$ cat config.mk
export PLATFORM = sky130hd
export DESIGN_NAME = bit_counter
export DESIGN_NICKNAME = d
export VERILOG_FILES = /design/src/ldpc_pkg.sv /design/src/bit_counter.sv
export SDC_FILE = /design/constraint.sdc
export NUM_CORES = 1
export LEC_CHECK = 0
export ABC_AREA = 1
export BUFFER_PORTS_ARGS = -buffer_cell sky130_fd_sc_hd__buf_2
export CAP_MARGIN = 20
export CORE_MARGIN = 5
export CORE_UTILIZATION = 55
export CTS_BUF_LIST = sky130_fd_sc_hd__clkbuf_8
export CTS_CLUSTER_SIZE = 28
export DETAILED_ROUTE_END_ITERATION = 7
export PLACE_DENSITY = 0.83
export SETUP_SLACK_MARGIN = 0.1
export SKIP_CTS_REPAIR_TIMING = 1
export SLEW_MARGIN = 20
export SYNTH_ARGS = -nofsm -noshare
export SYNTH_HDL_FRONTEND = slang
export SYNTH_SLANG_ARGS = --single-unit
$ cat constraint.sdc
create_clock -name clk -period 1.7 [get_ports clk]
set_input_delay 0.34 -clock clk [delete_from_list [all_inputs] [get_ports clk]]
set_output_delay 0.34 -clock clk [all_outputs]
set_load 0.01 [all_outputs]
$ cat src/ldpc_pkg.sv
package ldpc_pkg;

    typedef logic [8:0]  lift_t;     // lifting size z
    typedef logic [11:0] bitpos_t;   // circular buffer bit index
    typedef logic [11:0] ncb_t;      // circular buffer length
    typedef logic [16:0] outlen_t;   // output length g
    typedef logic [14:0] k0_t;       // factor times z
    typedef logic [1:0]  rv_t;
    typedef logic [1:0]  proc_t;
    typedef logic        bg_t;       // 0 = bg1, 1 = bg2
    typedef logic [31:0] word_t;
    typedef logic [5:0]  factor_t;

    localparam int WORD_BITS = 32;
    localparam ncb_t MAX_NCB = 12'd2048;   // one process buffer, 64 words

    // k0 factor per rv, standard ordering
    localparam factor_t BG1_FACTORS [4] = '{6'd0, 6'd17, 6'd33, 6'd56};
    localparam factor_t BG2_FACTORS [4] = '{6'd0, 6'd13, 6'd25, 6'd43};

    typedef struct packed {
        bg_t     bg;
        rv_t     rv;
        proc_t   proc;
        lift_t   z;
        ncb_t    ncb;
        outlen_t g;
    } rm_cfg_t;

endpackage

$ cat src/bit_counter.sv
module bit_counter (
    input  logic                clk,
    input  logic                rst,
    input  logic                load,
    input  logic                step,
    input  ldpc_pkg::bitpos_t   start_pos,
    input  ldpc_pkg::ncb_t      ncb,
    input  ldpc_pkg::outlen_t   count,
    output ldpc_pkg::bitpos_t   pos,
    output logic                last
);

    ldpc_pkg::outlen_t remaining;   // data bits still to send
    logic              at_end;

    // bit ncb-1 is the last one of the circular buffer
    assign at_end = (pos == ldpc_pkg::bitpos_t'(ncb - ldpc_pkg::ncb_t'(1)));

    always_ff @(posedge clk or negedge rst)
    begin
        if (!rst)
        begin
            pos       <= '0;
            remaining <= '0;
        end
        else if (load)
        begin
            pos       <= start_pos;   // k0
            remaining <= count;
        end
        else if (step)
        begin
            if (at_end)
                pos <= '0;   // wrap, repetition
            else
                pos <= pos + ldpc_pkg::bitpos_t'(1);
            remaining <= remaining - ldpc_pkg::outlen_t'(1);
        end
    end

    assign last = (remaining == ldpc_pkg::outlen_t'(1));

endmodule

==> metrics.txt <==
gate count of the mapped netlist=around 350; clock tree root driver cell=sky130_fd_sc_hd__clkbuf_8; Fin. Hold Viols=0; antenna violations before repair=0; minimum setup slack after placement=-0.166 ns; top cells by area in the synthesized netlist=sky130_fd_sc_hd__dfrtp_1 (32%), sky130_fd_sc_hd__nand2_1 (17%), sky130_fd_sc_hd__inv_1 (7.4%), sky130_fd_sc_hd__nor2_1 (6.4%), sky130_fd_sc_hd__a22oi_1 (5.9%); most common cell in the synthesized netlist=sky130_fd_sc_hd__nand2_1; Seq cells post-synth=29; setup skew after layout=0.00847 ns; logic depth of the worst setup path including buffers=5; net switching power of the design=just under 800 uW; Clock H-tree levels=2; sort of element at the start of the critical path=flip-flop; share of async-settable or async-resettable flops after synthesis=100%; headroom to the max-slew limit=55.9%; placeable core region=4030 um^2; peak clock frequency supported by timing=537 MHz; delay of the slowest cell on the worst path=0.43 ns; crit-path most repeated cell=sky130_fd_sc_hd__nor2_2; Final Cell Area=3150 um^2; most instantiated cells after synthesis=sky130_fd_sc_hd__nand2_1 (101), sky130_fd_sc_hd__inv_1 (45), sky130_fd_sc_hd__nor2_1 (39); maximum root-to-sink buffer count=2; share of post-route cells with drive strength above 1=34.6%; floorplan die area=roughly 5600 um^2; Most used DFF post-synth=sky130_fd_sc_hd__dfrtp_1; violations in the final reports=setup timing; Avg Vias per Cell=between 5 and 6; sum of net half-perimeters after detailed placement=4.44 mm; total number of nets in the final design=a little under 500; number of buffers created by CTS=5; violation count after the first detailed-routing iteration=between 150 and 200; Top Metal Used=met4; power density over cell area=714 nW/um^2; sequential power share=38.5%; Remaining DRCs=0; path depth of the worst reg2reg path=12; die height=74.6 um; Post-Route Setup TNS=-0.164 ns; largest net degree at the start of global routing=30; total met2 wirelength after detailed routing=3.54 mm; cell chain of the critical path=nor2_2 > nand2_1 > nor2_2 > nor4b_4 > buf_2; count of clock tree sinks=29; Final Core Density=78.1%; cell-internal power=1.46 mW; Multi-input gate area=1510 um^2; cell accounting for the most synthesized area=sky130_fd_sc_hd__dfrtp_1; part of the power in the clock network=28.7%; Met3 Wirelength=449 um; Mapped Avg Cell Area=approximately 6.7 um^2; unrepaired setup endpoints after global routing=true; arrival time at the worst endpoint=1.52 ns; die width=74.6 um; io pins=just under 60; delay-heaviest family, CP=simple AND/OR/NAND/NOR gates; transition at the pin with the smallest max-transition slack=between 0.6 and 0.7 ns; TritonCTS clock tree=yes; Post-synth EDFFs=0; Mapped Area=2300 um^2; relative area change from synthesis to final layout=37.1%; synth unique cells=30; placer congestion estimate=between 0.8 and 0.9; via count=about 2700; global route total overflow=0; capturing element type of the critical path=output pin; final worst-path cycle share=110%; final setup margin=-0.164 ns; non-filler cells, final=around 490; yosys warns=0; startpoint-to-endpoint class of the critical path=flip-flop to output pin; antenna fix cells=0; count of fill cells added during filler insertion=roughly 300; worst path required time=1.36 ns; VDD IR max=approximately 0.00069 V; antenna-violating nets left=0; clock network latency to the later pin of the worst-skew pair=0.29 ns; result of the run=finished with violations; maximum fanout encountered on the critical timing path=4; initial core utilization=between 50% and 60%; std cell rows=23; WL/cell=14.0 um; I/O Buffers=57; cell total after placement=470; number of optimization iterations in the first detailed-route pass=4; Synth Net Count=between 300 and 400; Clock transition at path regs=0.07 ns; cell area after placement=2800 um^2; post-layout min period=between 1.5 and 2 ns; sequential share of the synthesized area=31.6%; standby leakage power=1.62 nW; total length of routed wires=between 6 and 7 mm; Hold WC Path Type=primary input to asynchronous set/reset pin; area share of the largest cell type after synthesis=31.6%; Tot GR Track Use=24.3%; proportion of power drawn by combinational gates=32.8%; # setup viols final=1; Final Power=around 2.2 mW; Routed met1 length=2.74 mm; Min Hold Slack=0.0765 ns; Buf+Inv Stages, Crit Path=1; switch share=34.9%; max cap viols=0; Critical-path top delay cell=sky130_fd_sc_hd__dfrtp_1; number of pins exceeding their max-slew limit in the final report=0; Sequential cell area=about 730 um^2; first-pass GRT wire length=10.6 mm; number of global-route vias before repair=2536
## registers in the layout (all words and copies together) (netlist names)
| register | cells |
|---|---|
| remaining | 17 |
| pos | 12 |
## worst paths after layout
check	to	slack, ns	from
setup reg to reg	pos[4]	0.13	pos[5]
hold / removal	remaining[1]	0.08	rst
hold reg to reg	remaining[7]	0.55	remaining[7]
max in group asynchronous	pos[4]	1.15	rst
min in group clk	remaining[16]	0.26	count[16]
setup / recovery	last	-0.16	remaining[13]
## metal layers
layer  global-route usage [%]  vias up
met5                        0        -
met4                     7.51        0
met3                     4.67       11
met2                     45.2       89
met1                     28.1     1240
li1                         -     1318
## cell families after synthesis
kind of cell             Yosys count  share of synthesized area (%)
adder cells (fa/ha/maj)            4                           2.18
AND/OR/NAND/NOR                  191                           35.7
flip-flops                        29                           31.6
XOR/XNOR                          19                           7.25
buffers and inverters             55                           9.37
AO/OA/AOI/OAI                     47                           13.9
## power groups by stage
| stage | logic [mW] | registers, mW | clock network (mW) |
|---|---|---|---|
| finish | 0.737 | 0.864 | 0.645 |
| global route | 0.825 | 0.871 | 0.693 |
| CTS | 0.629 | 0.846 | 0.656 |
| detailed placement | 0.622 | 0.857 | 0 |
| global placement | 0.607 | 0.855 | 0 |
| floorplan | 0.356 | 0.865 | 0 |
## layout make-up
cell class / instances / area share [%]
Sequential cell: 29 / 23.2
Clock buffer: 7 / 3.06
Inverter: 46 / 5.57
Timing Repair Buffer: 94 / 17.9
Clock inverter: 1 / 0.159
Multi-Input combinational cell: 262 / 48.1
Tap cell: 50 / 1.99
## cells in the final DEF (no fill, tap or decap), types with 8 or more instances in the layout
master	Yosys	layout
sky130_fd_sc_hd__nor2_1	39	25
sky130_fd_sc_hd__nand3_1	22	20
sky130_fd_sc_hd__xor2_1	11	11
sky130_fd_sc_hd__nand2_2	5	12
sky130_fd_sc_hd__dfrtp_1	29	25
sky130_fd_sc_hd__nand2_1	101	93
sky130_fd_sc_hd__nor2_2	5	13
sky130_fd_sc_hd__inv_1	45	42
sky130_fd_sc_hd__buf_2	1	57
sky130_fd_sc_hd__a22oi_1	18	18
sky130_fd_sc_hd__a21oi_1	8	8
sky130_fd_sc_hd__buf_4	0	37
Power figures use the tool's default switching activity.
