$ cat src/ldpc_pkg.sv
package ldpc_pkg;

    typedef logic [8:0]  lift_t;     // lifting size z
    typedef logic [11:0] bitpos_t;   // circular buffer bit index
    typedef logic [11:0] ncb_t;      // circular buffer length
    typedef logic [16:0] outlen_t;   // output length g
    typedef logic [14:0] k0_t;       // factor times z
    typedef logic [1:0]  rv_t;
    typedef logic [1:0]  proc_t;
    typedef logic        bg_t;       // 0 = bg1, 1 = bg2
    typedef logic [31:0] word_t;
    typedef logic [5:0]  factor_t;

    localparam int WORD_BITS = 32;
    localparam ncb_t MAX_NCB = 12'd2048;   // one process buffer, 64 words

    // k0 factor per rv, standard ordering
    localparam factor_t BG1_FACTORS [4] = '{6'd0, 6'd17, 6'd33, 6'd56};
    localparam factor_t BG2_FACTORS [4] = '{6'd0, 6'd13, 6'd25, 6'd43};

    typedef struct packed {
        bg_t     bg;
        rv_t     rv;
        proc_t   proc;
        lift_t   z;
        ncb_t    ncb;
        outlen_t g;
    } rm_cfg_t;

endpackage

$ cat src/bit_serializer.sv
module bit_serializer #(
    parameter int WORDS_PER_PROC = 64
) (
    input  logic                                                        clk,
    input  logic                                                        rst,
    input  logic                                                        run_start,
    input  logic                                                        take_hdr,
    input  logic                                                        take_data,
    input  logic                                                        hdr_bit,
    input  ldpc_pkg::proc_t                                             proc,
    input  ldpc_pkg::bitpos_t                                           pos,
    output logic [$bits(ldpc_pkg::proc_t)+$clog2(WORDS_PER_PROC)-1:0]   raddr,
    input  ldpc_pkg::word_t                                             rdata,
    output logic                                                        out_bit,
    output logic                                                        out_valid,
    input  logic                                                        out_ready,
    output logic                                                        done
);

    localparam int WIW = $clog2(WORDS_PER_PROC);
    localparam int SW  = $clog2(ldpc_pkg::WORD_BITS);

    typedef enum logic [1:0] {SER_IDLE, SER_FETCH, SER_LOAD} ser_state_t;

    ser_state_t       state;
    logic             word_ok;     // held_word is valid for this run
    logic [WIW-1:0]   held_idx;
    ldpc_pkg::word_t  held_word;
    logic [WIW-1:0]   word_idx;
    logic [SW-1:0]    bit_sel;
    logic             hit;
    logic             miss;

    assign word_idx = WIW'(pos >> SW);
    assign bit_sel  = pos[SW-1:0];   // lsb numbering
    assign hit      = word_ok && (held_idx == word_idx);
    assign miss     = (state == SER_IDLE) && take_data && !hit;
    assign done     = out_valid && out_ready;

    always_ff @(posedge clk or negedge rst)
    begin
        if (!rst)
        begin
            state     <= SER_IDLE;
            word_ok   <= 1'b0;
            out_bit   <= 1'b0;
            out_valid <= 1'b0;
        end
        else
        begin
            if (done)
                out_valid <= 1'b0;
            case (state)
                SER_IDLE:
                    if (take_hdr)
                    begin
                        out_bit   <= hdr_bit;
                        out_valid <= 1'b1;
                    end
                    else if (take_data && hit)
                    begin
                        out_bit   <= held_word[bit_sel];
                        out_valid <= 1'b1;
                    end
                    else if (miss)
                        state <= SER_FETCH;
                SER_FETCH:
                    state <= SER_LOAD;   // memory samples raddr
                SER_LOAD:
                begin
                    out_bit   <= rdata[bit_sel];
                    out_valid <= 1'b1;
                    word_ok   <= 1'b1;
                    state     <= SER_IDLE;
                end
                default:
                    state <= SER_IDLE;
            endcase
            if (run_start)
                word_ok <= 1'b0;   // new run may use another process
        end
    end

    always_ff @(posedge clk)
    begin
        if (miss)
            raddr <= {proc, word_idx};
        if (state == SER_LOAD)
        begin
            held_word <= rdata;
            held_idx  <= word_idx;
        end
    end

endmodule

$ cat config.mk
export PLATFORM = sky130hd
export DESIGN_NAME = bit_serializer
export DESIGN_NICKNAME = d
export VERILOG_FILES = /design/src/ldpc_pkg.sv /design/src/bit_serializer.sv
export SDC_FILE = /design/constraint.sdc
export NUM_CORES = 1
export LEC_CHECK = 0
export BUFFER_PORTS_ARGS = -buffer_cell sky130_fd_sc_hd__buf_4
export CAP_MARGIN = 40
export CORE_UTILIZATION = 55
export CTS_CLUSTER_DIAMETER = 60
export DETAILED_ROUTE_END_ITERATION = 6
export PLACE_DENSITY = 0.83
export SYNTH_ARGS = -nofsm -noshare
export SYNTH_HDL_FRONTEND = slang
export SYNTH_SLANG_ARGS = --single-unit
$ cat constraint.sdc
create_clock -name clk -period 4.2 [get_ports clk]
set_clock_uncertainty 0.05 [all_clocks]
set_input_delay 0.21 -clock clk [delete_from_list [all_inputs] [get_ports clk]]
set_output_delay 0.21 -clock clk [all_outputs]
set_load 0.005 [all_outputs]
==> run summary <==
status - complete, no violations
clk slew on worst S/H paths - 0.09 ns
Final Cycle Share - 0.450
top cells by count, synth - edfxtp_1 (46), mux2i_1 (10), nor2_1 (8), nand3_1 (7)
placed wire-length estimate - 3450 um
Place WS - 2.29 ns
#FFs+latches synth - 51
P&R area growth vs syn - 28.4%
row cnt - 23
Max FO, Critical Path - 25
area of the core - 4000 um^2
worst reg-to-reg path cell count - 6
clk buf depth - 2
r2r endpoint - out_bit
wire length on met1 - 1770 um
# diodes - 0
worst slew pin tran - 0.641 ns
synth unique cells - 34
fmax - 529 MHz
Antenna Violating Nets Remaining - 0
Synth Net Count - 191
TritonCTS Buffers - 5
Lkg Pwr - 1.14 nW
Total GRT Usage - 0.223
FFs w/ async S/R, synth - 0.0980
post-CTS setup buffer count - 0
Skew-Pair Late Insertion Delay - 0.30 ns
share of cells above drive strength 1 - 0.404
Routed met2 length - 2390 um
maxcap violations - 0
number of flops mapped to enable cells by yosys - 46
grt ovf - 0
area occupied by multi-input gates - 736 um^2
Synthesis Warnings - 0
Cell Area, Synth - 2290 um^2
top cell type by total area after synthesis - edfxtp_1
Worst Setup End Kind - flop
global-route wire length before repair - 6960 um
metal3 WL - 225 um
vias in the first global route - 1505
post-synthesis sequential area ratio - 0.657
clock root buffer - clkbuf_8
TritonCTS clock tree - built
H-tree depth - 2
critical path data arrival time - 2.06 ns
overall power - 1.08 mW
antenna violations before repair - 0
final hold vios - 0
I/O Buffers - 62
Max Transition Viols Final - 0
PwrDens - 367 nW/um^2
Chip Width - 66.6 um
maximum vdd ir drop - 0.228 mV
CP Launch Type - flop
hold path start - run_start
share of the synthesized area in the top cell type - 0.602
layout net count - 255
Mapped Cells - 138
relative slew slack - 0.572
HP Class - in -> reg
Final setup viols - 0
storage element area - 1510 um^2
Hold Path Depth - 2
initial core utilization - 0.573
min Tclk post-route - 1.89 ns
Die Footprint - 4430 um^2
Layout fillers - 253
DR iter-0 viols - 96
TNS Setup - 0 ns
# clock sinks - 51
Synth area leaders - edfxtp_1 (60%), mux4_1 (6.9%), dfrtp_1 (5.5%)
DR WL/cell - 17.7 um
Total Routed Length - 4470 um
Core Util, Final - 0.736
die height - 66.6 um
via count - 1443
DRC - 0
RR Startpoint - state[1]
RSZ-0062 raised after global routing - false
CP Class - reg -> reg
largest net degree at the start of global routing - 26
GPL Wtd Cong - 0.827
final setup margin - 2.31 ns
Worst R2R Setup Slack - 2.31 ns
most frequent cell after synthesis - edfxtp_1
top routing layer in use - met4
vias per cell - 5.70
top_reg_cell synth - edfxtp_1
CP required - 4.37 ns
syn_area_per_cell - 16.6 um^2
io pins - 64
CP startpoint - state[1]
crit path capture - out_bit
DRT Pass-1 Iters - 4
cells in the final DEF, fill, tap and decap left out, types with 3 or more instances in the layout:
| master | instances |
|---|---|
| nor2_1 | 8 |
| inv_1 | 4 |
| clkbuf_8 | 6 |
| dfrtp_1 | 5 |
| mux2i_1 | 10 |
| mux4_1 | 6 |
| nor3_1 | 3 |
| xnor2_1 | 6 |
| nand3b_1 | 3 |
| nand3_1 | 7 |
| edfxtp_1 | 46 |
| buf_4 | 62 |
| mux4_2 | 5 |
how the worst min path moves through the flow:
stage	end	slack, ns
2_1_floorplan	out_bit	-0.14
3_3_place_gp	out_valid	-0.04
3_5_place_dp	out_valid	-0.03
4_1_cts	word_ok	0.004
5_1_grt	word_ok	0.0004
6_report	word_ok	0.01
worst max-delay path: stages (launching register included):
cell,delay [ns]
dfrtp_1,0.43
nor2b_4,0.59
buf_16,0.25
nand4b_1,0.12
nor3_1,0.21
a21oi_1,0.07
o211ai_1,0.09
per-stage QoR:
stage	instances	hold WS, ns	cell area (um^2)
3_3_place_gp	242	-0.0370	2790
5_1_grt	253	0.000414	2950
2_1_floorplan	138	-0.136	2290
4_1_cts	253	0.00429	2950
3_5_place_dp	244	-0.0345	2820
6_report	253	0.00971	2950
per-layer routing:
metal,global-route usage,up-vias
li1,-,677
met1,0.266,697
met2,0.391,61
met3,0.0411,8
met4,0.0984,0
met5,0,-
layout make-up:
class,count,area share
timing repair buffer,65,0.172
multi-input combinational,75,0.250
sequential,51,0.511
clock buffer,6,0.0280
tap,50,0.0212
clock inverter,2,0.0119
inverter,4,0.00510
sequential cells by signal, summed over array words and instances, names as in the netlist:
signal and cells:
held_idx 6, held_word 32, out_bit 1, out_valid 1, raddr 8, state 2, word_ok 1
cell families (layout without fill, tap and decap cells):
logic type | Yosys count | count (layout) | synth area share
mux | 24 | 24 | 0.178
simple gates | 34 | 34 | 0.0818
flops | 51 | 51 | 0.657
xor+xnor | 6 | 6 | 0.0229
buf+inv | 12 | 77 | 0.0256
compound gates | 11 | 11 | 0.0349
repair_timing:
action,4_1_cts,5_1_grt
hold buffers,1,0
hold endpoints to repair,5,0
resized for setup,0,0
power by group:
part | switching (mW) | internal [mW] | leakage, nW
Combinational | 0.0626 | 0.0824 | 0.593
Clock | 0.149 | 0.193 | 0.0612
Sequential | 0.0107 | 0.584 | 0.488
Note: power is estimated with default switching activity, not from simulation.
