==> src/ldpc_pkg.sv <==
package ldpc_pkg;

    typedef logic [8:0]  lift_t;     // lifting size z
    typedef logic [11:0] bitpos_t;   // circular buffer bit index
    typedef logic [11:0] ncb_t;      // circular buffer length
    typedef logic [16:0] outlen_t;   // output length g
    typedef logic [14:0] k0_t;       // factor times z
    typedef logic [1:0]  rv_t;
    typedef logic [1:0]  proc_t;
    typedef logic        bg_t;       // 0 = bg1, 1 = bg2
    typedef logic [31:0] word_t;
    typedef logic [5:0]  factor_t;

    localparam int WORD_BITS = 32;
    localparam ncb_t MAX_NCB = 12'd2048;   // one process buffer, 64 words

    // k0 factor per rv, standard ordering
    localparam factor_t BG1_FACTORS [4] = '{6'd0, 6'd17, 6'd33, 6'd56};
    localparam factor_t BG2_FACTORS [4] = '{6'd0, 6'd13, 6'd25, 6'd43};

    typedef struct packed {
        bg_t     bg;
        rv_t     rv;
        proc_t   proc;
        lift_t   z;
        ncb_t    ncb;
        outlen_t g;
    } rm_cfg_t;

endpackage

==> src/wb_pkg.sv <==
package wb_pkg;

    typedef logic [8:0]  wb_adr_t;
    typedef logic [31:0] wb_dat_t;

    typedef struct packed {
        logic    cyc;
        logic    stb;
        logic    we;
        wb_adr_t adr;
        wb_dat_t dat;
    } wb_req_t;

    typedef struct packed {
        logic    ack;
        wb_dat_t dat;
    } wb_rsp_t;

    localparam wb_adr_t REG_CTRL   = 9'd0;     // bit 0 starts a run
    localparam wb_adr_t REG_CFG    = 9'd1;     // bg, rv, proc, z
    localparam wb_adr_t REG_NCB    = 9'd2;
    localparam wb_adr_t REG_G      = 9'd3;
    localparam wb_adr_t REG_STATUS = 9'd4;     // busy, err
    localparam wb_adr_t BUF_BASE   = 9'd256;   // start of buffer window

endpackage

==> src/wb_regs.sv <==
module wb_regs #(
    parameter int NUM_PROC       = 4,
    parameter int WORDS_PER_PROC = 64
) (
    input  logic                                          clk,
    input  logic                                          rst,
    input  wb_pkg::wb_req_t                               wb_req,
    output wb_pkg::wb_rsp_t                               wb_rsp,
    input  logic                                          busy,
    input  logic                                          err,
    output ldpc_pkg::rm_cfg_t                             cfg,
    output logic                                          start,
    output logic                                          buf_we,
    output logic [$clog2(NUM_PROC*WORDS_PER_PROC)-1:0]    buf_waddr,
    output ldpc_pkg::word_t                               buf_wdata
);

    localparam int DEPTH = NUM_PROC * WORDS_PER_PROC;
    localparam int AW    = $clog2(DEPTH);

    logic            ack_q;
    wb_pkg::wb_dat_t rdat_q;
    wb_pkg::wb_dat_t rd_mux;
    wb_pkg::wb_adr_t buf_off;
    logic            req;
    logic            wr_ok;
    logic            in_buf;

    assign req     = wb_req.cyc && wb_req.stb && !ack_q;   // new cycle, not yet acked
    assign wr_ok   = req && wb_req.we && !busy;           // writes dropped while running
    assign buf_off = wb_req.adr - wb_pkg::BUF_BASE;
    assign in_buf  = (wb_req.adr >= wb_pkg::BUF_BASE) && (int'(buf_off) < DEPTH);

    always_comb
    begin
        case (wb_req.adr)
            wb_pkg::REG_CFG:    rd_mux = wb_pkg::wb_dat_t'({cfg.z, cfg.proc, cfg.rv, cfg.bg});
            wb_pkg::REG_NCB:    rd_mux = wb_pkg::wb_dat_t'(cfg.ncb);
            wb_pkg::REG_G:      rd_mux = wb_pkg::wb_dat_t'(cfg.g);
            wb_pkg::REG_STATUS: rd_mux = wb_pkg::wb_dat_t'({err, busy});
            default:            rd_mux = '0;   // ctrl, buffer window, holes
        endcase
    end

    always_ff @(posedge clk or negedge rst)
    begin
        if (!rst)
        begin
            ack_q  <= 1'b0;
            rdat_q <= '0;
            start  <= 1'b0;
            buf_we <= 1'b0;
            cfg    <= '0;
        end
        else
        begin
            ack_q  <= req;
            rdat_q <= (req && !wb_req.we) ? rd_mux : '0;
            start  <= wr_ok && (wb_req.adr == wb_pkg::REG_CTRL) && wb_req.dat[0];   // with ack
            buf_we <= wr_ok && in_buf;
            if (wr_ok)
            begin
                case (wb_req.adr)
                    wb_pkg::REG_CFG:
                    begin
                        cfg.bg   <= wb_req.dat[0];
                        cfg.rv   <= wb_req.dat[2:1];
                        cfg.proc <= wb_req.dat[4:3];
                        cfg.z    <= wb_req.dat[13:5];
                    end
                    wb_pkg::REG_NCB: cfg.ncb <= wb_req.dat[11:0];
                    wb_pkg::REG_G:   cfg.g   <= wb_req.dat[16:0];
                    default:         ;
                endcase
            end
        end
    end

    // write payload, qualified by buf_we
    always_ff @(posedge clk)
    begin
        buf_waddr <= buf_off[AW-1:0];
        buf_wdata <= wb_req.dat;
    end

    assign wb_rsp.ack = ack_q;
    assign wb_rsp.dat = rdat_q;

endmodule

==> config.mk <==
export PLATFORM = sky130hd
export DESIGN_NAME = wb_regs
export DESIGN_NICKNAME = d
export VERILOG_FILES = /design/src/ldpc_pkg.sv /design/src/wb_pkg.sv /design/src/wb_regs.sv
export SDC_FILE = /design/constraint.sdc
export NUM_CORES = 1
export LEC_CHECK = 0
export BUFFER_PORTS_ARGS = -buffer_cell sky130_fd_sc_hd__buf_4
export CELL_PAD_IN_SITES_DETAIL_PLACEMENT = 1
export CELL_PAD_IN_SITES_GLOBAL_PLACEMENT = 2
export CORE_ASPECT_RATIO = 2
export CORE_UTILIZATION = 29
export CTS_CLUSTER_DIAMETER = 100
export DETAILED_ROUTE_END_ITERATION = 8
export PLACE_DENSITY = 0.77
export RECOVER_POWER = 25
export SYNTH_ARGS = -nofsm -noshare
export SYNTH_HDL_FRONTEND = slang
export SYNTH_SLANG_ARGS = --single-unit
==> constraint.sdc <==
create_clock -name clk -period 2.1 [get_ports clk]
set_input_delay 0.105 -clock clk [delete_from_list [all_inputs] [get_ports clk]]
set_output_delay 0.105 -clock clk [all_outputs]
set_load 0.02 [all_outputs]
==> impl_metrics.py <==
metrics = {
    "synth": {
        "synthArstFlopShare_pct": 61.2,
        "synth-simple-area-share_pct": 6.49,
        "synth_compound_area_share_pct": 3.05,
        "synthXorXnorAreaFrac_pct": 0.248,
        "synth_flop_cell": "dfrtp_1",
        "syn_inst": 242,
        "synth_edf_count": 0,
        "synth_top_area_cell": "dfrtp_1",
        "ys_warn_count": 0,
        "synth_fa_ha_area_share_pct": 0,
        "synth_top_family_by_area": "multiplexers",
        "synth_top_area_share_pct": 44.7,
        "synth_top_cells_by_area": "dfrtp_1 45%, dfxtp_1 23%, mux2_2 17%",
        "synth.distinct_cells": 27,
        "avgSynthCellArea_um2": 14.6,
        "ys_seq_elements": 103,
        "ys_seq_area_share_pct": 67.4,
        "syn_area_mm2": 0.00353,
        "synthMuxAreaShare_pct": 18.0,
    },
    "timing": {
        "finClkSkew_ps": 7.18,
        "period_minus_slack_ps": 1950,
        "setup-violations-final": 0,
        "fmax_mhz": 512,
        "worst_slew_pin_slew_ps": 1430,
        "slew_viol_final": 0,
        "slew_headroom_pct": 4.88,
        "hold_viol": 0,
        "timing.final.ws_setup_ps": 147,
        "fin_crit_sh_pct": 93.0,
        "rsz0062_at_grt": "no",
    },
    "run_status": {
        "status": "finished clean",
    },
    "setup_path": {
        "r2r_slack_ps": 150,
        "worstSetupStartpointType": "flop",
        "cp.depth": 5,
        "cp-endpoint": "rdat_q[6]$_DFF_PN0_",
        "path_delay_family": "simple AND/OR/NAND/NOR gates",
        "cp_max_fo": 10,
        "critPathLaunch": "ack_q$_DFF_PN0_",
        "crit_chain": "nand3b_1, or4_4, or4_1, buf_4, nor2_1",
        "reg2reg_depth": 5,
        "r2r_start": "ack_q$_DFF_PN0_",
        "cp_data_required_time_ps": 2370,
        "worst_path_max_delay_cell": "or4_1",
        "critPathMaxStageDelay_ps": 490,
        "worst-path-buf-inv": 1,
        "crit_arrival_ps": 2220,
        "rr_endpoint": "rdat_q[6]$_DFF_PN0_",
        "cp-end-kind": "flop",
        "critical_path_class": "reg -> reg",
    },
    "cells_and_area": {
        "multi_input_area_mm2": 0.00104,
        "layout.cells.non_filler": 594,
        "layout.nets": 492,
        "antenna_cells": 0,
        "fillers": 1275,
        "register_area_mm2": 0.00238,
        "final_util_pct": 45.9,
        "synthToLayoutAreaGrowth_pct": 53.1,
        "drive_gt1_share_pct": 42.1,
    },
    "floorplanning": {
        "io-pin-count": 166,
        "rows": 56,
        "fp.dieArea_mm2": 0.0126,
        "initial_core_util_pct": 30.0,
        "fp.dieH_um": 158,
        "design.core.area_mm2": 0.0118,
        "die_w_um": 80.0,
    },
    "clock_network": {
        "clock-root-buffer": "clkbuf_16",
        "cts_tree": "yes",
        "cts_max_level": 3,
        "clock_sinks": 103,
        "clock_path_buffers": 2,
        "clkLatencyLatePin_ps": 340,
        "cts_buffers": 9,
        "ctsResizeCount": 0,
        "clk_pin_slew_worst_paths_ps": 70,
    },
    "placed_design": {
        "numPortBuffers": 150,
        "dp_hpwl_um": 6810,
        "dp_cells": 538,
        "place_congestion": 0.702,
        "dp_slack_ps": -46.9,
    },
    "pwr": {
        "p_total_uw": 4170,
        "pwr-share-clk_pct": 43.5,
        "p_per_area_mw_per_mm2": 772,
        "p_leak_uw": 0.00267,
        "combPwrFrac_pct": 7.9,
        "seqPwrFrac_pct": 48.6,
        "internal_power_uw": 3210,
        "ir_drop_uv": 545,
        "netSwitchingFraction_pct": 23.0,
        "p_switching_uw": 959,
    },
    "detailed_routing": {
        "ant_nets": 0,
        "drtIter0Drc": 36,
        "drt_first_pass_iters": 4,
        "num_vias": 2644,
        "avgViaCountPerCell": 4.45,
        "wire_per_inst_um": 16.4,
        "remaining_drc_errors": 0,
        "drt-total-wl_um": 9760,
    },
    "global_route": {
        "antenna_found_initial": 0,
        "grt_pass1_vias": 2830,
        "grt_overflow": 0,
        "grt_max_degree": 64,
        "grt_pass1_wl_um": 14900,
        "grt_use_total_pct": 16.1,
    },
    "job": {
        "cap_violations": 0,
    },
    "worst_hold_path": {
        "hold_path.class": "in -> reg",
    },
}
[power groups by stage]
stage / Clock [µW] / Combinational (µW) / Sequential [µW]
floorplan: 0 / 84.2 / 2130
global placement: 0 / 310 / 2070
detailed placement: 0 / 315 / 2070
CTS: 1880 / 374 / 2030
global route: 1950 / 357 / 2030
finish: 1810 / 330 / 2030
[metal layers]
metal	wire (µm)	track usage (%)	up-vias	share of wire, %
met5	0	0	-	0
met4	140	5.61	0	1.4
met3	521	3.63	12	5.3
met2	5680	31.2	104	58
met1	3420	16.2	1312	35
li1	-	-	1216	-
[cells by family after synthesis]
group	Yosys count
mux	57
buf+inv	27
compound gates	14
other cells	1
flops	103
xor+xnor	1
simple gates	39
[flip-flops by register name (all words and copies together) (netlist names)]
signal     flops
buf_wdata     32
start          1
buf_we         1
rdat_q        17
ack_q          1
buf_waddr      8
cfg           43
[synthesized netlist by cell type, types with 4 or more instances]
cell      count
mux2i_1       4
nor3_1        4
dfrtp_1      63
mux2_2       53
and2_1        5
dfxtp_1      40
buf_4        16
clkbuf_1      4
a22oi_1      12
nor2_1       12
[layout by cell type (no fill, tap or decap), types with 3 or more instances in the layout]
master / netlist / routed
nor3_1: 4 / 4
mux2i_1: 4 / 4
dfxtp_1: 40 / 40
clkbuf_4: 0 / 20
conb_1: 1 / 15
and2_1: 5 / 5
dlygate4sd3_1: 0 / 40
nor2_1: 12 / 12
buf_4: 16 / 94
clkbuf_16: 0 / 9
nand2_1: 3 / 3
a22oi_1: 12 / 12
mux2_2: 53 / 53
dfrtp_1: 63 / 63
nor2b_1: 3 / 3
clkbuf_1: 4 / 46
[final cells by class]
class	count	share of cell area, %
flip-flops and latches	103	44.0
repair buffers	202	27.2
multi-input cells	126	19.2
clock buffers	9	4.17
well taps	145	3.36
clock inverters	7	1.90
inverters	2	0.139
[worst min-delay path by stage]
stage	start	end	slack [ps]	cells after the start
floorplan	rst	ack_q$_DFF_PN0_	-190	0
global placement	wb_req[28]	buf_wdata[28]$_DFF_P_	210	1
detailed placement	wb_req[28]	buf_wdata[28]$_DFF_P_	210	1
CTS	wb_req[32]	buf_waddr[0]$_DFF_P_	30	1
global route	wb_req[41]	buf_we$_DFF_PN0_	110	3
finish	wb_req[41]	buf_we$_DFF_PN0_	100	3
[through the flow]
stage               TNS [ps]  hold WS [ps]  instance area [µm²]
global route               0           113                 5400
floorplan                  0          -191                 3580
finish                     0           100                 5400
global placement       -1100           210                 4850
CTS                        0          33.8                 5570
detailed placement     -1250           211                 4850
[worst min-delay path: stages]
cell	delay [ps]
buf_4	120
nand2b_1	120
nor3_1	60
[what timing repair did]
item / CTS / global route
endpoints found under the hold margin: 110 / 0
setup buffers: 0 / 0
hold buffers: 40 / 0
Note: power is estimated with default switching activity, not from simulation.
