File: config.mk
export PLATFORM = sky130hd
export DESIGN_NAME = rm_ctrl
export DESIGN_NICKNAME = d
export VERILOG_FILES = /design/src/ldpc_pkg.sv /design/src/rm_ctrl.sv
export SDC_FILE = /design/constraint.sdc
export NUM_CORES = 1
export LEC_CHECK = 0
export ABC_AREA = 1
export BUFFER_PORTS_ARGS = -buffer_cell sky130_fd_sc_hd__buf_2
export CORE_ASPECT_RATIO = 1.4
export CORE_MARGIN = 3
export CORE_UTILIZATION = 38
export CTS_BUF_LIST = sky130_fd_sc_hd__clkbuf_8
export CTS_CLUSTER_SIZE = 24
export DETAILED_ROUTE_END_ITERATION = 16
export HOLD_SLACK_MARGIN = 0.12
export PLACE_DENSITY = 0.59
export REMOVE_ABC_BUFFERS = 1
export SYNTH_ARGS = -nofsm -noshare
export SYNTH_HDL_FRONTEND = slang
export SYNTH_SLANG_ARGS = --single-unit
File: constraint.sdc
create_clock -name clk -period 6.12 [get_ports clk]
set_input_delay 0.306 -clock clk [delete_from_list [all_inputs] [get_ports clk]]
set_output_delay 0.306 -clock clk [all_outputs]
set_load 0.005 [all_outputs]
File: src/ldpc_pkg.sv
package ldpc_pkg;

    typedef logic [8:0]  lift_t;     // lifting size z
    typedef logic [11:0] bitpos_t;   // circular buffer bit index
    typedef logic [11:0] ncb_t;      // circular buffer length
    typedef logic [16:0] outlen_t;   // output length g
    typedef logic [14:0] k0_t;       // factor times z
    typedef logic [1:0]  rv_t;
    typedef logic [1:0]  proc_t;
    typedef logic        bg_t;       // 0 = bg1, 1 = bg2
    typedef logic [31:0] word_t;
    typedef logic [5:0]  factor_t;

    localparam int WORD_BITS = 32;
    localparam ncb_t MAX_NCB = 12'd2048;   // one process buffer, 64 words

    // k0 factor per rv, standard ordering
    localparam factor_t BG1_FACTORS [4] = '{6'd0, 6'd17, 6'd33, 6'd56};
    localparam factor_t BG2_FACTORS [4] = '{6'd0, 6'd13, 6'd25, 6'd43};

    typedef struct packed {
        bg_t     bg;
        rv_t     rv;
        proc_t   proc;
        lift_t   z;
        ncb_t    ncb;
        outlen_t g;
    } rm_cfg_t;

endpackage

File: src/rm_ctrl.sv
module rm_ctrl (
    input  logic                clk,
    input  logic                rst,
    input  logic                start,
    input  ldpc_pkg::rm_cfg_t   cfg,
    output logic                busy,
    output logic                err,
    output logic                cnt_load,
    output logic                cnt_step,
    output ldpc_pkg::bitpos_t   cnt_start,
    output ldpc_pkg::outlen_t   cnt_count,
    input  logic                cnt_last,
    output logic                ser_take_hdr,
    output logic                ser_hdr_bit,
    output logic                ser_take_data,
    output logic                ser_start,
    input  logic                ser_done
);

    typedef enum logic [2:0] {IDLE, CHECK, HEADER0, HEADER1, STREAM, FINISH} state_t;

    state_t              state;
    logic                req_pend;   // a bit is handed to the serializer, not yet sent
    ldpc_pkg::factor_t   factor;
    ldpc_pkg::k0_t       k0;
    logic                cfg_bad;

    assign factor = cfg.bg ? ldpc_pkg::BG2_FACTORS[cfg.rv] : ldpc_pkg::BG1_FACTORS[cfg.rv];
    assign k0     = ldpc_pkg::k0_t'(factor) * ldpc_pkg::k0_t'(cfg.z);

    assign cfg_bad = (cfg.ncb == '0) || (cfg.ncb > ldpc_pkg::MAX_NCB)
                  || (k0 >= ldpc_pkg::k0_t'(cfg.ncb)) || (cfg.g < ldpc_pkg::outlen_t'(2));

    assign busy          = (state != IDLE);
    assign cnt_load      = (state == CHECK) && !cfg_bad;
    assign ser_start     = cnt_load;
    assign cnt_start     = ldpc_pkg::bitpos_t'(k0);   // k0 < ncb here
    assign cnt_count     = cfg.g - ldpc_pkg::outlen_t'(2);   // data bits after rv header
    assign ser_take_hdr  = ((state == HEADER0) || (state == HEADER1)) && !req_pend;
    assign ser_hdr_bit   = (state == HEADER1) ? cfg.rv[1] : cfg.rv[0];   // lsb first
    assign ser_take_data = (state == STREAM) && !req_pend;
    assign cnt_step      = (state == STREAM) && ser_done;

    always_ff @(posedge clk or negedge rst)
    begin
        if (!rst)
        begin
            state    <= IDLE;
            err      <= 1'b0;
            req_pend <= 1'b0;
        end
        else
        begin
            if (ser_done)
                req_pend <= 1'b0;
            else if (ser_take_hdr || ser_take_data)
                req_pend <= 1'b1;

            case (state)
                IDLE:
                    if (start)
                        state <= CHECK;
                CHECK:
                begin
                    err   <= cfg_bad;   // refused start flags, good start clears
                    state <= cfg_bad ? IDLE : HEADER0;
                end
                HEADER0:
                    if (ser_done)
                        state <= HEADER1;
                HEADER1:
                    if (ser_done)
                        state <= (cfg.g == ldpc_pkg::outlen_t'(2)) ? FINISH : STREAM;
                STREAM:
                    if (ser_done && cnt_last)
                        state <= FINISH;
                FINISH:
                    state <= IDLE;
                default:
                    state <= IDLE;
            endcase
        end
    end

endmodule

==> impl_metrics.py, run 1 <==
metrics = {
    "synthesis": {
        "yosys-top-cells-area": "fa_1 21%, ha_1 18%, inv_1 13%, nand2_1 11%, nor2_1 10%",
        "ys_ff_latch": 5,
        "ys_async_sr_fraction_pct": 100,
        "syn_area_per_cell_sq_um": 6.57,
        "synth_top_area_share_pct": 21.0,
        "yosysMostFrequentCell": "inv_1",
        "synth-main-ff-cell": "dfrtp_1",
        "ys_top_cells_by_count": "96 x inv_1, 84 x nand2_1, 75 x nor2_1",
        "netlist_area_sq_um": 2760,
        "synthCells": 420,
        "yosysWarnings": 0,
        "yosysSeqAreaShare_pct": 4.53,
        "yosys.area.top_type": "fa_1",
        "synth_edf_count": 0,
        "synth_cell_types": 29,
    },
    "worst_setup_path": {
        "cp-end-kind": "output port",
        "worst_setup_path_start_kind": "input pin",
        "critical_path_class": "input pin to output port",
        "cp_max_fo": 8,
        "r2r_slack_ns": 4.59,
        "reg2reg_to": "err",
        "arrival_ns": 5.33,
        "cp.required_ns": 5.81,
        "r2r-start": "state[2]",
        "r2r_cells": 10,
        "crit_start": "cfg[40]",
    },
    "grt": {
        "antenna_found_initial": 0,
        "track_usage_pct": 17.1,
        "grt_pass1_vias": 2840,
        "grt_pass1_wl_um": 11800,
        "overflow": 0,
        "grt_max_degree": 9,
    },
    "drt": {
        "wire_per_inst_um": 11.9,
        "drt_wl_total_um": 7200,
        "viasPerCell": 4.70,
        "drtPass1Iterations": 4,
        "drt_iter0_drc": 93,
        "drc": 0,
        "final_antenna_net_count": 0,
        "vias": 2837,
    },
    "cells_and_area": {
        "area_growth_pct": 21.7,
        "nets": 627,
        "drive_gt1_share_pct": 19.6,
        "finalInstanceArea_sq_um": 3360,
        "diodes": 0,
    },
    "cts": {
        "cts_tree": "built",
        "cts-buffers-inserted": 3,
        "cts.path.max_buffers": 2,
        "clkLatencyLatePin_ns": 0.22,
        "cts-htree-levels": 1,
        "cts_root_buf": "clkbuf_8",
        "cts_resized": 0,
        "cts.clk_slew.worst_paths_ns": 0.04,
        "cts_sinks": 5,
    },
    "timing": {
        "finClkSkew_ns": 0.00128,
        "rsz0062_at_grt": "false",
        "hold_violations": 0,
        "fmax_mhz": 177,
        "setup_viol": 0,
        "tns_ns": 0,
        "finalCriticalPeriod_ns": 5.64,
        "slew_viol_final": 0,
        "slew_headroom_pct": 59.0,
        "post-route-period-util_pct": 92.1,
        "tightest_slew_ns": 0.610,
    },
    "power_and_ir_drop": {
        "ir_drop_uv": 88.9,
        "comb_power_share_pct": 84.2,
        "p_leak_nw": 2.05,
        "p_sw_share_pct": 53.1,
        "p_clk_share_pct": 8.1,
        "p_switching_w": 0.000402,
        "power_w": 0.000757,
        "p_int_w": 0.000355,
        "p_per_area_nw_per_um2": 225,
        "p_seq_share_pct": 7.7,
    },
    "floorplanning": {
        "initial_core_util_pct": 39.3,
        "rows": 36,
        "die_area_sq_um": 8340,
        "die_y_um": 107,
        "die_w_um": 78.0,
        "ios": 85,
        "core_area_sq_um": 7030,
    },
    "placement": {
        "placed_area_sq_um": 3310,
        "place_hpwl_um": 6570,
        "portBuffers": 82,
        "gp_congestion": 0.888,
    },
    "hold_path": {
        "min_to": "state[1]",
        "min-delay-start": "ser_done",
        "holdPathStages": 4,
        "hold_path_class": "input pin to flop",
    },
    "flow_run": {
        "maxCapViolations": 0,
    },
    "outcome": {
        "run_status": "complete, no violations",
    },
}
==> critical path: stages <==
cell,delay [ns]
buf_2,0.12
ha_1,0.21
nand2_1,0.25
inv_1,0.14
a21oi_1,0.14
buf_4,0.17
nor2_1,0.06
fa_1,0.51
fa_1,0.55
inv_1,0.06
fa_1,0.53
inv_1,0.04
ha_1,0.36
nand2_1,0.07
nor2_1,0.15
nand2_1,0.07
nand3_1,0.11
a31oi_1,0.10
xnor2_1,0.29
ha_1,0.31
nand4_1,0.09
o21ai_0,0.08
nor2_1,0.09
nand3_1,0.07
nor2_1,0.11
nand3_2,0.14
inv_1,0.09
buf_2,0.11
==> registers in the layout, summed over array words and instances (netlist names) <==
signal / count
state: 3
req_pend: 1
err: 1
==> kinds of logic (layout without fill, tap and decap cells) <==
logic type | count (synthesis) | after routing | share of synthesized area (%)
AO/OA/AOI/OAI | 30 | 30 | 6.07
XOR/XNOR | 18 | 18 | 5.71
adder cells (fa/ha/maj) | 69 | 69 | 39.1
buffers and inverters | 98 | 187 | 13.6
flip-flops | 5 | 5 | 4.53
AND/OR/NAND/NOR | 200 | 200 | 30.9
==> power groups by stage <==
stage | clock, W | sequential (W) | combinational, W
after floorplan | 0 | 0.0000569 | 0.000440
after global placement | 0 | 0.0000583 | 0.000641
after detailed placement | 0 | 0.0000584 | 0.000648
after CTS | 0.0000635 | 0.0000583 | 0.000651
after global routing | 0.0000645 | 0.0000600 | 0.000736
final | 0.0000612 | 0.0000585 | 0.000638
==> cell usage in the layout (no fill, tap or decap), types with 2 or more instances in the layout <==
cell      Yosys  layout
inv_1        96      96
nand2_1      84      84
buf_2         0      82
nor2_1       75      75
ha_1         40      40
fa_1         29      29
nand3_1      15      15
a21oi_1      12      12
nand4_1      12      12
xor2_1       11      11
xnor2_1       7       7
o21ai_1       5       5
o21ai_0       5       5
dfrtp_1       5       5
buf_4         2       4
nor2_2        3       3
clkbuf_8      0       3
a31oi_1       2       2
nand3_2       2       2
nand2_2       2       2
o21bai_1      2       2
nor3_1        2       2
==> final cells by class <==
class,count,area [sq um]
sequential,5,125
fill,761,3660
tap,95,119
clock buffer,3,41.3
timing repair buffer,87,450
multi-input combinational,317,2260
inverter,96,360
clock inverter,1,5.00
==> layer usage <==
metal	up-vias	GRT usage (%)	routed length, um	part of all wire (%)
met2	66	35.4	4050	56
met5	-	0	0	0
met4	0	3.25	64	0.89
met1	1302	18.8	2830	39
li1	1465	-	-	-
met3	4	0.588	261	3.6
==> worst max-delay path by stage <==
stage                     depth (start not counted)        end
final                                            28  ser_start
after global routing                             28  ser_start
after CTS                                        28  ser_start
after detailed placement                         28  ser_start
after global placement                           28  ser_start
after floorplan                                  25   cnt_load
==> per-stage QoR <==
step / hold WS [ns] / setup WS, ns / std cells / util (%)
floorplan: 0.0104 / 1.13 / 418 / -
global placement: 0.120 / 0.541 / 599 / 47.0
finish: 0.370 / 0.481 / 604 / 47.8
detailed placement: 0.121 / 0.473 / 599 / 47.0
global route: 0.395 / 0.105 / 604 / 47.8
CTS: 0.372 / 0.480 / 604 / 47.8
==> repair_timing <==
| action | in CTS | in global routing |
|---|---|---|
| hold buffers | 1 | 0 |
| endpoints found under the hold margin | 5 | 0 |
| buffers inserted | 0 | 0 |
| setup endpoints to repair | 0 | 0 |
Power figures use the tool's default switching activity.
==> inputs of run 2 (changes only) <==
--- a/config.mk
+++ b/config.mk
@@ -7,14 +7,16 @@
 export LEC_CHECK = 0
 export ABC_AREA = 1
 export BUFFER_PORTS_ARGS = -buffer_cell sky130_fd_sc_hd__buf_2
+export CELL_PAD_IN_SITES_DETAIL_PLACEMENT = 2
+export CELL_PAD_IN_SITES_GLOBAL_PLACEMENT = 2
 export CORE_ASPECT_RATIO = 1.4
 export CORE_MARGIN = 3
-export CORE_UTILIZATION = 38
+export CORE_UTILIZATION = 28
 export CTS_BUF_LIST = sky130_fd_sc_hd__clkbuf_8
 export CTS_CLUSTER_SIZE = 24
 export DETAILED_ROUTE_END_ITERATION = 16
 export HOLD_SLACK_MARGIN = 0.12
-export PLACE_DENSITY = 0.59
+export PLACE_DENSITY = 0.8
 export REMOVE_ABC_BUFFERS = 1
 export SYNTH_ARGS = -nofsm -noshare
 export SYNTH_HDL_FRONTEND = slang
==> run 2 against run 1 <==
Via count increased by 7.3%. Sequential power rose by 4.4%. Combinational power is 6.9% higher. Global-route usage increased by 0.99 points. Worst setup slack lost 0.036 ns. Die area up 33%. Power increased by 6.0%. Clock skew up 0.0022 ns. Fmax decreased by 0.63%. Critical path depth is the same.
==> impl_metrics.py, run 2 (synthesis results as in run 1) <==
metrics = {
    "timing": {
        "setup_viol": 0,
        "rsz0062_at_grt": "false",
        "tns_ns": 0,
        "hold_violations": 0,
        "tightest_slew_ns": 0.581,
        "finalCriticalPeriod_ns": 5.67,
        "fmax_mhz": 176,
        "setup_ws_ns": 0.445,
        "slew_viol_final": 0,
        "finClkSkew_ns": 0.00349,
        "post-route-period-util_pct": 92.7,
        "slew_headroom_pct": 61.0,
    },
    "power_and_ir_drop": {
        "p_clk_share_pct": 7.4,
        "power_w": 0.000803,
        "ir_drop_uv": 78.4,
        "p_seq_share_pct": 7.6,
        "comb_power_share_pct": 85.0,
        "p_leak_nw": 2.07,
        "p_sw_share_pct": 54.9,
        "p_per_area_nw_per_um2": 235,
        "p_switching_w": 0.000441,
        "p_int_w": 0.000362,
    },
    "floorplanning": {
        "die_area_sq_um": 11100,
        "initial_core_util_pct": 29.0,
        "core_area_sq_um": 9510,
        "die_y_um": 124,
        "rows": 42,
        "ios": 85,
        "die_w_um": 89.9,
    },
    "worst_setup_path": {
        "arrival_ns": 5.37,
        "cp_max_fo": 6,
        "r2r_cells": 11,
        "critical_path_class": "input pin to output port",
        "worst_setup_path_start_kind": "input pin",
        "cp-end-kind": "output port",
        "cp.required_ns": 5.81,
    },
    "placement": {
        "place_hpwl_um": 9080,
        "dp_cells": 637,
        "gp_congestion": 0.785,
        "portBuffers": 82,
        "dp_slack_ns": 0.297,
    },
    "cells_and_area": {
        "regMostFlops": "state",
        "largest_reg_flops": 3,
        "fillers": 1228,
        "area_growth_pct": 23.9,
        "multi_input_area_sq_um": 2270,
        "nets": 628,
        "seq_area_sq_um": 125,
        "diodes": 0,
        "final_cell_mix": "97 x inv_1, 84 x nand2_1, 82 x buf_2",
        "drive_gt1_share_pct": 19.8,
        "stdcell_count": 642,
        "post-route-util_pct": 36.0,
        "layout.cells.most_common": "inv_1",
        "reg_top3": "state (3), err (1), req_pend (1)",
    },
    "drt": {
        "drtPass1Iterations": 4,
        "wire_per_inst_um": 15.3,
        "drc": 0,
        "final_antenna_net_count": 0,
        "drt_wl_total_um": 9820,
        "vias": 3044,
        "viasPerCell": 4.74,
        "drt_iter0_drc": 75,
    },
    "grt": {
        "antenna_found_initial": 0,
        "overflow": 0,
        "track_usage_pct": 18.1,
        "grt_pass1_wl_um": 16500,
        "grt_max_degree": 9,
        "grt_pass1_vias": 3546,
    },
    "cts": {
        "cts-htree-levels": 1,
        "cts_sinks": 5,
        "clkLatencyLatePin_ns": 0.22,
        "cts-buffers-inserted": 3,
        "cts_setup_buffers": 0,
        "cts_tree": "built",
        "cts.path.max_buffers": 2,
        "cts.clk_slew.worst_paths_ns": 0.04,
        "cts_root_buf": "clkbuf_8",
    },
    "flow_run": {
        "maxCapViolations": 0,
    },
    "hold_path": {
        "holdPathStages": 4,
        "hold_path_class": "input pin to flop",
    },
    "outcome": {
        "run_status": "complete, no violations",
    },
}
run 2: cell types whose count changed in the layout (fill, tap and decap cells not counted):
cell,previous run,this run
buf_4,4,5
clkinv_2,1,0
inv_1,96,97
xnor2_1,7,6
xnor2_2,0,1
run 2: final cells by class:
class,instances,area share (%)
Clock inverter,1,0.110
Clock buffer,3,1.21
Tap cell,132,4.83
Inverter,96,10.5
Sequential cell,5,3.66
Timing Repair Buffer,88,13.4
Multi-Input combinational cell,317,66.3
run 2: power groups by stage:
stage	sequential (W)	clock [W]	combinational, W
6_report	0.0000611	0.0000596	0.000682
5_1_grt	0.0000631	0.0000642	0.000787
4_1_cts	0.0000609	0.0000614	0.000701
3_5_place_dp	0.0000610	0	0.000697
3_3_place_gp	0.0000593	0	0.000661
2_1_floorplan	0.0000569	0	0.000440
run 2: stage by stage:
stage	cell area, sq um	hold slack, ns
2_1_floorplan	2750	0.0104
3_3_place_gp	3360	0.133
3_5_place_dp	3360	0.132
4_1_cts	3410	0.389
5_1_grt	3420	0.433
6_report	3420	0.391
run 2: worst paths after layout:
check / start / endpoint / slack (ns)
max in group asynchronous: rst / err / 5.54
worst min register to register: err / err / 0.52
worst max-delay path: cfg[40] / ser_start / 0.45
min in group asynchronous: rst / state[1] / 0.44
worst max register to register: state[2] / state[1] / 4.56
worst min-delay path: ser_done / state[1] / 0.39
run 2: timing repair:
action	CTS	global route
endpoints found under the setup margin	0	2
hold buffers	1	0
resized for setup	0	1
hold endpoints to repair	5	0
run 2: worst max-delay path, cell delays in order:
cell     delay (ns)
buf_2          0.12
inv_1          0.08
ha_1           0.19
or2_2          0.28
o21ai_1        0.24
inv_1          0.15
nand2_1        0.11
fa_1           0.48
fa_1           0.53
fa_1           0.55
inv_1          0.04
ha_1           0.39
nand2_1        0.08
nor2_1         0.15
nand2_1        0.07
nand3_1        0.11
xor2_1         0.28
ha_1           0.30
nand2_1        0.09
nor2_1         0.05
nand2_1        0.06
o21ai_0        0.07
nor2_1         0.09
nand3_1        0.07
nor2_1         0.13
nand3_2        0.13
inv_1          0.10
buf_2          0.11
run 2: routing by layer:
| metal | track usage (%) | wire [um] |
|---|---|---|
| met1 | 17.8 | 3520 |
| met2 | 39.1 | 5740 |
| met3 | 2.31 | 341 |
| met4 | 4.50 | 221 |
| met5 | 0 | 0 |
